===== src/rtl/cpu_pkg.sv =====
`default_nettype none

package cpu_pkg;

	// major opcode, instr[15:12]
	typedef enum logic [3:0] {
		OP_REG   = 4'd0,  // ext picks the operation
		OP_ANDI  = 4'd1,
		OP_ORI   = 4'd2,
		OP_XORI  = 4'd3,
		OP_MEM   = 4'd4,  // load / stor / jcond
		OP_ADDI  = 4'd5,
		OP_LSHI  = 4'd8,  // ext[0]: 0 left, 1 right
		OP_SUBI  = 4'd9,
		OP_CMPI  = 4'd11,
		OP_BCOND = 4'd12,
		OP_MOVI  = 4'd13
	} op_e;

	// extension field, instr[7:4]
	localparam logic [3:0] EXT_AND   = 4'd1;
	localparam logic [3:0] EXT_OR    = 4'd2;
	localparam logic [3:0] EXT_XOR   = 4'd3;
	localparam logic [3:0] EXT_ADD   = 4'd5;
	localparam logic [3:0] EXT_SUB   = 4'd9;
	localparam logic [3:0] EXT_CMP   = 4'd11;
	localparam logic [3:0] EXT_MOV   = 4'd13;
	localparam logic [3:0] EXT_LOAD  = 4'd0;
	localparam logic [3:0] EXT_STOR  = 4'd4;
	localparam logic [3:0] EXT_JCOND = 4'd12;

	typedef enum logic [3:0] {
		ADD, SUB, CMP, AND, OR, XOR, MOV, LSH, RSH
	} alu_fn_e;

	typedef enum logic [3:0] {
		EQ = 4'd0,
		NE = 4'd1,
		CS = 4'd2,
		CC = 4'd3,
		LT = 4'd12, // n xor f
		GE = 4'd13,
		UC = 4'd14
	} cond_e;

	// bit positions in the 5-bit status word
	localparam int FLAG_C = 0;
	localparam int FLAG_L = 1;
	localparam int FLAG_F = 2;
	localparam int FLAG_Z = 3;
	localparam int FLAG_N = 4;

	typedef enum logic [1:0] {PC_INC, PC_DISP, PC_TGT, PC_RSVD} pc_mode_e;
	typedef enum logic {ADDR_PC, ADDR_REG} addr_sel_e;
	typedef enum logic {SRC_REG, SRC_IMM} alu_src_e;
	typedef enum logic {WB_ALU, WB_MEM} wb_src_e;

	typedef struct packed {
		logic        pc_en;
		pc_mode_e    pc_mode;
		addr_sel_e   mem_addr_sel;
		logic        mem_we;
		logic        reg_we;
		alu_src_e    alu_src;
		wb_src_e     wb_src;
		alu_fn_e     alu_fn;
		logic [3:0]  rdest;
		logic [3:0]  rsrc;
		logic [15:0] imm; // already extended
	} ctrl_t;

	typedef struct packed {
		logic        psel;
		logic        penable;
		logic        pwrite;
		logic [15:0] paddr;
		logic [15:0] pwdata;
	} apb_req_t;

	typedef struct packed {
		logic [15:0] prdata;
		logic        pready;
		logic        pslverr;
	} apb_rsp_t;

endpackage

`default_nettype wire


===== src/rtl/program_counter.sv =====
`timescale 1ns/1ps
`default_nettype none

module program_counter import cpu_pkg::*; (
	input  wire clk,
	input  wire reset,
	input  wire en,              // last cycle of an instruction
	input  wire pc_mode_e mode,
	input  wire [15:0] disp,     // signed, relative to this instr
	input  wire [15:0] target,   // jump register
	output logic [15:0] pc
);

	always_ff @(posedge clk or negedge reset) begin
		if (!reset) begin
			pc <= 16'd0;
		end else if (en) begin
			case (mode)
				PC_DISP: pc <= pc + disp; // disp 0 spins in place
				PC_TGT:  pc <= target;
				default: pc <= pc + 16'd1;
			endcase
		end
	end

	// decoder never hands over the spare mode
	a_mode_legal: assert property (@(posedge clk) disable iff (!reset)
		en |-> mode != PC_RSVD);

endmodule

`default_nettype wire


===== config.mk =====
export PLATFORM = sky130hd
export DESIGN_NAME = program_counter
export DESIGN_NICKNAME = d
export VERILOG_FILES = /design/src/rtl/cpu_pkg.sv /design/src/rtl/program_counter.sv
export SDC_FILE = /design/constraint.sdc
export NUM_CORES = 1
export LEC_CHECK = 0
export CORE_MARGIN = 10
export CORE_UTILIZATION = 50
export CTS_BUF_LIST = sky130_fd_sc_hd__clkbuf_16
export DETAILED_ROUTE_END_ITERATION = 8
export DONT_BUFFER_PORTS = 1
export PLACE_DENSITY = 0.68
export SYNTH_ARGS = -nofsm -noshare
export SYNTH_HDL_FRONTEND = slang
export SYNTH_SLANG_ARGS = --single-unit

===== constraint.sdc =====
create_clock -name clk -period 2.35 [get_ports clk]
set_clock_uncertainty 0.1 [all_clocks]
set_input_delay 0.47 -clock clk [delete_from_list [all_inputs] [get_ports clk]]
set_output_delay 0.47 -clock clk [all_outputs]
set_load 0.02 [all_outputs]

Word level (Yosys, flattened, before mapping):

Cells that the tools add are included.

* register bits: 16
* bits of input ports: 37
* output and inout bits: 16
* word-level logic and storage cells: 6

* add/sub/neg operators: 2
* eq/ne operators: 2
* multiplexer cells: 1

Operators by type and width (number)
* $pmux 16 s2: 1
* $add 16x1->16 const B: 1
* $add 16x16->16: 1
* $eq 2x1->1 const B: 1
* $eq 2x2->1 const B: 1

Logic depth before layout (Yosys ltp):

Gate-level depths: netlist of run 1.

* word-level depth: 2
* depth in mapped cells: 12
* mapped depth without buffers: 11

Least setup slack after synthesis of run 1:

Ideal clock, no wire load.

* path kind: input to register
* from: in mode[0]
* to: reg pc[14]
* setup time: 0.124 ns
* arrival time: 2.574 ns
* data required time: 2.126 ns
* slack: -0.447 ns
* stages on the path: 12
* path buffers: 1
* path through: nor2b_1 -> clkbuf_1 -> nand2b_1 -> ha_1 -> fa_1 -> a21o_1 -> a221oi_2 -> o21ai_2 -> a41oi_2 -> a21oi_2 -> xnor2_1 -> o21ai_1

* cells in the longest elaborated chain, start to end: 2
* elaborated cells on any way between the ends: 3
* classes of those cells: eq/ne (2); mux (1)

Ends and longest elaborated chain
* from (decl): RTL line program_counter.sv:8 `input wire pc_mode_e mode,`
* $eq 2x2->1 or $eq 2x1->1 (tied branches): RTL line program_counter.sv:18 `case (mode)`
* $pmux 16 s2 (*): RTL line program_counter.sv:18
* to (signal assigned): RTL line program_counter.sv:19 `PC_DISP: pc <= pc + disp;`
* to (signal assigned): RTL line program_counter.sv:20 `PC_TGT: pc <= target;`
* to (signal assigned): RTL line program_counter.sv:21 `default: pc <= pc + 16'd1;`
* to (decl): RTL line program_counter.sv:11 `output logic [15:0] pc`

Every way passes the cells marked *; elsewhere a longest branch is shown, timed or not.
A chain may end at the register's enable or synchronous reset.

Worst setup path after layout of run 1:

Ends and elaborated chain as after synthesis.

==> impl_metrics.csv, run 1 <==
group,metric,value,unit
clock_tree,clk_transition_reported_paths,60,ps
routing,dr_total_vias,1451,
power_and_ir_drop,power-per-cell-area,1060,nW/um^2
setup_path,startpoint_type,"input pin",
place,dp_hpwl,3450,um
clock_tree,cts-buffers-inserted,3,
routing,drc_errors,0,
setup_path,cp_data_required_time,2390,ps
power_and_ir_drop,report.power.total,2.08,mW
global_route,total_overflow_reported_by_the_global_router,0,
sta,slew_headroom,44.9,%
logic_synthesis,postSynthCellCount,184,
place,place_ws,-346,ps
power_and_ir_drop,share_of_total_power_consumed_by_net_switching,42.2,%
sta,post_layout_worst_setup_margin,23.1,ps
sta,final_min_period_over_clock_period,99.0,%
place,placement.io_buffers,0,
logic_synthesis,postSynthAreaPerCell,8.19,um^2
final_layout,fill_cells,242,
sta,max_freq,430,MHz
final_layout,layout-area-overhead-vs-synth,29.6,%
clock_tree,cts_root_buffer,"sky130_fd_sc_hd__clkbuf_16",
routing,routed_wl,4420,um
logic_synthesis,synthesis.nets,237,
clock_tree,clk-insertion-delay-late,250,ps
global_route,antenna_found_initial,0,
place,placement.cell_area,1810,um^2
clock_tree,ctsHtreeMaxLevel,1,
flow_run,drv.max_cap_violation_count,0,
floorplanning,boundaryPins,53,
clock_tree,cts_sinks,16,
status,outcome,"complete, no violations",
power_and_ir_drop,internal_power,1.20,mW
setup_path,crit_path_end_kind,"flop",
routing,number_of_drc_markers_after_the_initial_detailed_route_iteration,71,
routing,drt_antenna_net_count,0,
setup_path,rr_startpoint,"pc[0]",
sta,finalMaxSlewViolations,0,
sta,grt_setup_unrepaired,"yes",
sta,timing.final.setup_violations,0,
final_layout,biggestRegsByFlops,"pc (16)",
setup_path,reg2reg_slack,40,ps
routing,route.detailed.vias_per_inst,5.95,
final_layout,largest_register_ffs,16,
setup_path,endpoint_of_the_lowest_slack_register_to_register_path,"pc[14]",
final_layout,postLayoutCoreUtil,69.1,%
final_layout,antenna-diode-count,0,
logic_synthesis,synthDistinctLibCells,38,
setup_path,r2r_cell_count,9,
floorplanning,starting_utilization_of_the_core_area,53.3,%
logic_synthesis,yosys_register_bits,16,
sta,worst_slew_pin_slew,824,ps
logic_synthesis,synth-warning-count,0,
floorplanning,chipHeight,74.9,um
setup_path,critical_path_start,"mode[0]",
final_layout,layout-drive-gt1-share,27.7,%
place,routabilityCongestion,0.867,
final_layout,finish.net_count,267,
setup_path,arrival,2370,ps
min_path,timing.hold.worst.class,"in -> reg",
floorplanning,floorplan.die_area,5610,um^2
global_route,global_route.usage.total,16.0,%
power_and_ir_drop,vdd_drop_max,0.567,mV
sta,post-route-min-period,2330,ps
final_layout,post-route-cell-area,1950,um^2
power_and_ir_drop,p_sw,878,uW
clock_tree,clk_path_buf_depth,2,
final_layout,registers.top_by_ff_count,"pc",
global_route,largest_net_degree_at_the_start_of_global_routing,29,
global_route,vias_in_the_first_global_route,1486,
sta,final-hold-violation-count,0,
setup_path,path_class,"in -> reg",
power_and_ir_drop,pwr-share-seq,27.5,%
floorplanning,chipWidth,74.9,um
global_route,grt_pass1_wl,7150,um
routing,number_of_search_and_repair_iterations_in_the_first_detailed_routing_pass,4,
floorplanning,floorplan.rows,19,
power_and_ir_drop,power_frac_comb,55.6,%
power_and_ir_drop,clockPowerShare,16.9,%
routing,wire_per_inst,18.1,um
power_and_ir_drop,power.leakage,0.891,nW
floorplanning,core_area,2830,um^2
setup_path,worst_setup_path_endpoint,"pc[14]",
sta,fin_worst_hold_slack,201,ps
logic_synthesis,synth_area,1510,um^2
setup_path,crit_path_max_fanout,3,
clock_tree,tritoncts,"built",
logic_synthesis,ys_seq_area_share,26.6,%
==> logic make-up (layout without fill, tap and decap cells) <==
| group | after synthesis | in the layout | synth area share (%) |
|---|---|---|---|
| AND/OR/NAND/NOR | 66 | 66 | 21.4 |
| AO/OA/AOI/OAI | 62 | 62 | 26.5 |
| adder cells (fa/ha/maj) | 16 | 16 | 13.8 |
| flip-flops | 16 | 16 | 26.6 |
| XOR/XNOR | 13 | 13 | 7.55 |
| buffers and inverters | 10 | 39 | 3.49 |
| multiplexers | 1 | 1 | 0.747 |
==> power groups by stage <==
stage | Sequential [mW] | Clock (mW) | Combinational, mW
2_1_floorplan | 0.612 | 0 | 0.709
3_3_place_gp | 0.573 | 0 | 1.08
3_5_place_dp | 0.580 | 0 | 1.10
4_1_cts | 0.576 | 0.360 | 1.14
5_1_grt | 0.587 | 0.362 | 1.28
6_report | 0.571 | 0.351 | 1.16
==> cell usage after synthesis (all sizes together) <==
cell type,n,area [um^2]
o221ai,1,8.76
nor2,19,71.3
buf,2,22.5
nor2b,3,18.8
a221oi,2,23.8
xnor2,6,52.6
a21o,6,46.3
o311ai,1,8.76
a21boi,1,7.51
and2,15,93.8
nand2,16,60.1
o22ai,2,12.5
nand4,1,6.26
nand3,3,15.0
o21ai,8,43.8
nand2b,2,12.5
fa,1,20.0
o21bai,1,7.51
a31oi,5,31.3
and3,6,38.8
or3,1,6.26
a41oi,1,16.3
a21oi,30,158
a211o,2,17.5
o311a,1,10.0
o21a,1,7.51
inv,2,7.51
xor2,7,61.3
mux2,1,11.3
clkbuf,6,22.5
ha,15,188
dfrtp,16,400
==> per-layer routing <==
layer  vias to the layer above  global-route usage, %  part of all wire (%)
met4                         0                   3.78                  0.95
met2                        39                   29.0                    49
li1                        718                      -                     -
met3                         4                   4.60                   7.7
met1                       690                   18.1                    43
met5                         -                      0                     0
==> layout make-up <==
| type | instances | area [um^2] | area share, % |
|---|---|---|---|
| Multi-Input combinational cell | 158 | 1170 | 60.1 |
| Sequential cell | 16 | 400 | 20.5 |
| Timing Repair Buffer | 33 | 254 | 13.0 |
| Clock buffer | 3 | 75.1 | 3.84 |
| Tap cell | 31 | 38.8 | 1.98 |
| Inverter | 2 | 7.51 | 0.384 |
| Clock inverter | 1 | 3.75 | 0.192 |
==> worst max-delay path, stage by stage <==
cell,delay [ps]
sky130_fd_sc_hd__nor2b_4,140
sky130_fd_sc_hd__nand2b_1,70
sky130_fd_sc_hd__ha_2,180
sky130_fd_sc_hd__fa_2,340
sky130_fd_sc_hd__a21o_1,180
sky130_fd_sc_hd__a221oi_2,310
sky130_fd_sc_hd__o21ai_2,140
sky130_fd_sc_hd__a41oi_2,210
sky130_fd_sc_hd__a21oi_2,90
sky130_fd_sc_hd__xnor2_1,140
sky130_fd_sc_hd__o21ai_1,80
==> how the worst min path moves through the flow <==
stage	cells after the start	startpoint	slack [ps]	to
after floorplan	0	reset	70	pc[0]
after global placement	0	reset	80	pc[0]
after detailed placement	0	reset	80	pc[0]
after CTS	1	en	200	pc[5]
after global routing	1	en	210	pc[3]
final	1	en	200	pc[5]
==> metrics by stage <==
stage	TNS [ps]	instances
2_1_floorplan	-1440	184
3_3_place_gp	-2970	235
3_5_place_dp	-3030	235
4_1_cts	-21.4	242
5_1_grt	-683	244
6_report	0	244
==> cell usage in the layout, fill, tap and decap left out, types with 2 or more instances in the layout <==
| cell | n |
|---|---|
| sky130_fd_sc_hd__a21oi_2 | 2 |
| sky130_fd_sc_hd__and2_1 | 11 |
| sky130_fd_sc_hd__o22ai_1 | 2 |
| sky130_fd_sc_hd__buf_4 | 31 |
| sky130_fd_sc_hd__nand2b_1 | 2 |
| sky130_fd_sc_hd__a21o_1 | 5 |
| sky130_fd_sc_hd__clkbuf_16 | 3 |
| sky130_fd_sc_hd__nand3_1 | 3 |
| sky130_fd_sc_hd__nor2b_1 | 2 |
| sky130_fd_sc_hd__a21oi_1 | 28 |
| sky130_fd_sc_hd__ha_1 | 7 |
| sky130_fd_sc_hd__o21ai_1 | 2 |
| sky130_fd_sc_hd__nand2_1 | 16 |
| sky130_fd_sc_hd__a31oi_1 | 4 |
| sky130_fd_sc_hd__nor2_1 | 19 |
| sky130_fd_sc_hd__a211o_1 | 2 |
| sky130_fd_sc_hd__and3_1 | 5 |
| sky130_fd_sc_hd__xnor2_1 | 6 |
| sky130_fd_sc_hd__o21ai_0 | 5 |
| sky130_fd_sc_hd__dfrtp_1 | 16 |
| sky130_fd_sc_hd__ha_4 | 7 |
| sky130_fd_sc_hd__and2_4 | 4 |
| sky130_fd_sc_hd__inv_1 | 2 |
| sky130_fd_sc_hd__xor2_1 | 7 |
==> timing repair <==
action	4_1_cts	5_1_grt
gates resized for setup	4	3
gates cloned	0	0
endpoints found under the setup margin	8	10
endpoints found under the hold margin	16	0
setup buffers	2	2
hold buffers	1	0
pin swaps	9	11
No activity file was read; power rests on OpenSTA's default activity.
==> inputs of run 2 (changes only) <==
Settings changed: ABC_CLOCK_PERIOD_IN_PS set to 2050.
Clock period 2.35 ns to 2.05 ns, I/O delays scaled along.
==> impl_metrics.csv, run 2 (synthesized netlist as in run 1, its figures left out) <==
group,metric,value,unit
status,outcome,"finished, violations left",
status,failing_checks,"setup timing",
final_layout,biggestRegsByFlops,"pc (16)",
place,routabilityCongestion,0.842,
setup_path,critical_path.slowest_cell,"sky130_fd_sc_hd__dfrtp_1",
clock_tree,cts-buffers-inserted,3,
floorplanning,boundaryPins,53,
setup_path,crit_path_end_kind,"flop",
clock_tree,tritoncts,"built",
clock_tree,clk-insertion-delay-late,250,ps
global_route,total_overflow_reported_by_the_global_router,0,
clock_tree,clk_path_buf_depth,2,
setup_path,path_class,"reg -> reg",
sta,post_layout_worst_setup_margin,-341,ps
final_layout,antenna-diode-count,0,
power_and_ir_drop,power-per-cell-area,1230,nW/um^2
final_layout,registers.top_by_ff_count,"pc",
setup_path,worstPathBufferInverterCount,0,
sta,timing.final.setup_violations,12,
clock_tree,cts_root_buffer,"sky130_fd_sc_hd__clkbuf_16",
flow_run,drv.max_cap_violation_count,0,
global_route,met3_usage,6.18,%
global_route,met2_track_utilization_from_global_routing,32.6,%
final_layout,most-common-layout-cells,"sky130_fd_sc_hd__buf_4 (42), sky130_fd_sc_hd__a21oi_1 (23), sky130_fd_sc_hd__nor2_1 (19)",
setup_path,path_cells,"ha_2 > fa_2 > a21o_1 > a221oi_2 > o21ai_2 > a41oi_2 > a21oi_2 > xnor2_1 > o21ai_1",
setup_path,reg2reg_slack,-340,ps
final_layout,largest_register_ffs,16,
sta,worst_slew_pin_slew,824,ps
place,placement.io_buffers,0,
power_and_ir_drop,vdd_drop_max,0.706,mV
global_route,global_route.usage.total,17.6,%
floorplanning,chipHeight,74.9,um
floorplanning,core_area,2830,um^2
routing,dr_total_vias,1576,
setup_path,cp_data_required_time,2080,ps
sta,final-hold-violation-count,0,
floorplanning,floorplan.die_area,5610,um^2
setup_path,crit_path_depth,9,
floorplanning,floorplan.rows,19,
place,post-place-cells,246,
final_layout,layout-area-overhead-vs-synth,44.4,%
setup_path,max_stage_delay_on_crit_path,400,ps
final_layout,layout-drive-gt1-share,39.2,%
sta,max_freq,418,MHz
clock_tree,ctsHtreeMaxLevel,1,
final_layout,fill_cells,202,
global_route,grt_pass1_wl,7820,um
min_path,timing.hold.worst.class,"in -> reg",
final_layout,layout.cells.non_filler,258,
global_route,global_route.usage.met1,18.7,%
sta,grt_setup_unrepaired,"yes",
sta,final_min_period_over_clock_period,117,%
power_and_ir_drop,report.power.total,2.68,mW
setup_path,crit_path_max_fanout,3,
floorplanning,starting_utilization_of_the_core_area,53.3,%
routing,wire_per_inst,19.9,um
setup_path,timing.critical_path.max_delay_family,"compound AO/OA/AOI/OAI gates",
setup_path,arrival,2420,ps
global_route,largest_net_degree_at_the_start_of_global_routing,29,
clock_tree,clk_transition_reported_paths,50,ps
final_layout,mostFrequentLayoutCell,"sky130_fd_sc_hd__buf_4",
floorplanning,chipWidth,74.9,um
routing,routed_wl,5130,um
min_path,hold_depth,1,
clock_tree,cts_sinks,16,
global_route,grt.busiest_layer,"met2",
place,dp_hpwl,3610,um
global_route,vias_in_the_first_global_route,1635,
setup_path,r2r_cell_count,9,
sta,finalMaxSlewViolations,0,
sta,slew_headroom,44.9,%
final_layout,finish.net_count,282,
routing,drc_errors,0,
routing,drt_antenna_net_count,0,
power_and_ir_drop,power.leakage,0.983,nW
setup_path,startpoint_type,"flop",
routing,number_of_drc_markers_after_the_initial_detailed_route_iteration,88,
sta,post-route-min-period,2390,ps
global_route,antenna_found_initial,0,
routing,route.detailed.vias_per_inst,6.11,
sta,totalNegativeSetupSlack,-2410,ps
routing,number_of_search_and_repair_iterations_in_the_first_detailed_routing_pass,4,
## run 2: worst register-to-register path: stages, from the launching register on
cell	delay [ps]
sky130_fd_sc_hd__dfrtp_1	400
sky130_fd_sc_hd__ha_2	200
sky130_fd_sc_hd__fa_2	340
sky130_fd_sc_hd__a21o_1	190
sky130_fd_sc_hd__a221oi_2	300
sky130_fd_sc_hd__o21ai_2	140
sky130_fd_sc_hd__a41oi_2	250
sky130_fd_sc_hd__a21oi_2	100
sky130_fd_sc_hd__xnor2_1	170
sky130_fd_sc_hd__o21ai_1	80
## run 2: per-layer routing
layer	share of wire, %	wire [um]	vias to the layer above
met3	8.4	430	12
met1	39	2010	755
li1	-	-	746
met5	0	0	-
met2	51	2600	63
met4	1.9	97	0
## run 2: final timing paths
kind | to | startpoint
max | pc[14] | pc[0]
min | pc[6] | en
max reg2reg | pc[14] | pc[0]
min reg2reg | pc[11] | pc[11]
max in group asynchronous | pc[10] | reset
min in group asynchronous | pc[13] | reset
## run 2: timing repair
| item | CTS | global route |
|---|---|---|
| setup buffers | 5 | 4 |
| gates resized for setup | 11 | 18 |
| hold buffers | 1 | 0 |
| setup endpoints to repair | 12 | 13 |
| hold endpoints to repair | 16 | 0 |
| pin swaps | 20 | 31 |
## run 2: cell type report
| type | instances | area (um^2) | area share (%) |
|---|---|---|---|
| clock buffer | 3 | 75.1 | 3.45 |
| timing repair buffer | 48 | 385 | 17.7 |
| multi-input combinational | 158 | 1270 | 58.3 |
| tap | 31 | 38.8 | 1.78 |
| inverter | 2 | 7.51 | 0.345 |
| sequential | 16 | 400 | 18.4 |
## run 2: per-stage QoR
step	util, %	setup slack, ps	cell area (um^2)	hold slack, ps
floorplan	-	-510	1620	14.4
global placement	66.9	-521	1890	15.1
detailed placement	66.9	-617	1890	15.1
CTS	72.8	-293	2060	143
global route	77.0	-417	2180	142
finish	77.0	-341	2180	147
## run 2: where the power goes
| group | internal [mW] | total [mW] | switching [mW] |
|---|---|---|---|
| sequential | 0.432 | 0.584 | 0.152 |
| combinational | 0.860 | 1.70 | 0.841 |
| clock | 0.257 | 0.390 | 0.134 |
==> inputs of run 3 (changes only) <==
Settings changed: BUFFER_PORTS_ARGS set to -buffer_cell sky130_fd_sc_hd__buf_2, CORE_UTILIZATION 50 to 45, DONT_BUFFER_PORTS 1 to unset, PLACE_DENSITY 0.68 to 0.76, SETUP_SLACK_MARGIN set to 0.4, SKIP_CTS_REPAIR_TIMING set to 1.
==> impl_metrics.csv, run 3 (synthesized netlist as in run 1, its figures left out) <==
group,metric,value,unit
status,outcome,"finished, violations left",
status,failing_checks,"hold timing, setup timing",
setup_path,cp_data_required_time,2080,ps
sta,worst_slew_pin_slew,403,ps
final_layout,most-common-layout-cells,"sky130_fd_sc_hd__buf_2 (50), sky130_fd_sc_hd__buf_4 (37), sky130_fd_sc_hd__a21oi_1 (23)",
clock_tree,clk_transition_reported_paths,50,ps
sta,finalMaxSlewViolations,0,
floorplanning,floorplan.die_area,6070,um^2
final_layout,biggestRegsByFlops,"pc (16)",
routing,drc_errors,0,
final_layout,finish.net_count,329,
sta,fin_worst_hold_slack,-17.4,ps
final_layout,largest_register_ffs,16,
final_layout,layout-area-overhead-vs-synth,61.2,%
final_layout,layout-drive-gt1-share,49.1,%
power_and_ir_drop,power-per-cell-area,1110,nW/um^2
global_route,largest_net_degree_at_the_start_of_global_routing,22,
final_layout,antenna-diode-count,0,
final_layout,layout.cells.non_filler,319,
sta,slew_headroom,73.2,%
routing,drt_antenna_net_count,0,
power_and_ir_drop,power.leakage,1.19,nW
setup_path,path_class,"in -> reg",
place,placement.io_buffers,52,
setup_path,crit_path_end_kind,"flop",
global_route,total_overflow_reported_by_the_global_router,0,
floorplanning,floorplan.rows,20,
clock_tree,ctsHtreeMaxLevel,1,
routing,route.detailed.vias_per_inst,5.24,
clock_tree,cts_sinks,16,
global_route,global_route.usage.total,14.6,%
sta,post-route-min-period,2450,ps
global_route,grt_pass1_wl,7490,um
routing,number_of_search_and_repair_iterations_in_the_first_detailed_routing_pass,4,
floorplanning,chipWidth,77.9,um
clock_tree,cts_root_buffer,"sky130_fd_sc_hd__clkbuf_16",
sta,timing.final.setup_violations,12,
sta,post_layout_worst_setup_margin,-404,ps
flow_run,drv.max_cap_violation_count,0,
sta,grt_setup_unrepaired,"yes",
sta,final_min_period_over_clock_period,120,%
place,dp_hpwl,3710,um
clock_tree,clk_path_buf_depth,2,
setup_path,arrival,2480,ps
floorplanning,core_area,3130,um^2
final_layout,mostFrequentLayoutCell,"sky130_fd_sc_hd__buf_2",
place,post-place-cells,307,
routing,routed_wl,5080,um
sta,final-hold-violation-count,16,
routing,wire_per_inst,15.9,um
global_route,antenna_found_initial,0,
clock_tree,cts-buffers-inserted,3,
global_route,vias_in_the_first_global_route,1715,
final_layout,registers.top_by_ff_count,"pc",
min_path,timing.hold.worst.class,"in -> async",
floorplanning,boundaryPins,53,
setup_path,crit_path_max_fanout,3,
sta,max_freq,408,MHz
routing,dr_total_vias,1673,
place,routabilityCongestion,0.884,
power_and_ir_drop,vdd_drop_max,0.606,mV
setup_path,startpoint_type,"input pin",
floorplanning,chipHeight,77.9,um
power_and_ir_drop,report.power.total,2.70,mW
clock_tree,clk-insertion-delay-late,250,ps
floorplanning,starting_utilization_of_the_core_area,48.2,%
clock_tree,tritoncts,"built",
routing,number_of_drc_markers_after_the_initial_detailed_route_iteration,63,
run 3: area by class of cell:
type,count,area [um^2]
sequential,16,400
tap,44,55.1
timing repair buffer,95,622
multi-input combinational,158,1270
fill,218,698
inverter,2,7.51
clock buffer,3,75.1
clock inverter,1,3.75
run 3: metrics by stage:
step	util (%)	TNS, ps	cell area (um^2)	setup slack, ps
finish	77.7	-3320	2430	-404
global route	77.7	-4680	2430	-528
CTS	71.0	-4820	2220	-501
detailed placement	68.5	-8130	2140	-735
global placement	68.5	-7000	2140	-633
floorplan	-	-4230	1620	-510
run 3: where the power goes:
| part | internal [mW] | switching [mW] |
|---|---|---|
| clock | 0.259 | 0.135 |
| combinational | 0.878 | 0.850 |
| sequential | 0.432 | 0.143 |
run 3: path summary, 6_finish.rpt:
path                       startpoint      to  slack, ps  cells after the start
max in group asynchronous       reset   pc[2]       1580                      1
max                           mode[1]  pc[14]       -400                     12
min reg2reg                     pc[2]   pc[2]        450                      1
max reg2reg                     pc[0]  pc[14]       -350                      9
min in group clk           target[10]  pc[10]        310                      3
min                             reset   pc[7]        -20                      1
run 3: critical path: stages:
cell and delay [ps]:
sky130_fd_sc_hd__buf_8 100, sky130_fd_sc_hd__nor2b_4 140, sky130_fd_sc_hd__nand2b_1 80, sky130_fd_sc_hd__ha_2 200, sky130_fd_sc_hd__fa_2 340, sky130_fd_sc_hd__a21o_1 230, sky130_fd_sc_hd__a221oi_4 290, sky130_fd_sc_hd__o21ai_2 120
sky130_fd_sc_hd__a41oi_2 240, sky130_fd_sc_hd__a21oi_2 90, sky130_fd_sc_hd__xnor2_1 160, sky130_fd_sc_hd__o21ai_1 90
run 3: routing by layer:
metal  track usage, %  up-vias  share of wire (%)
met1             16.1      771                 42
li1                 -      842                  -
met5                0        -                  0
met3             3.00       12                4.5
met2             26.6       48                 51
met4             5.66        0                2.9
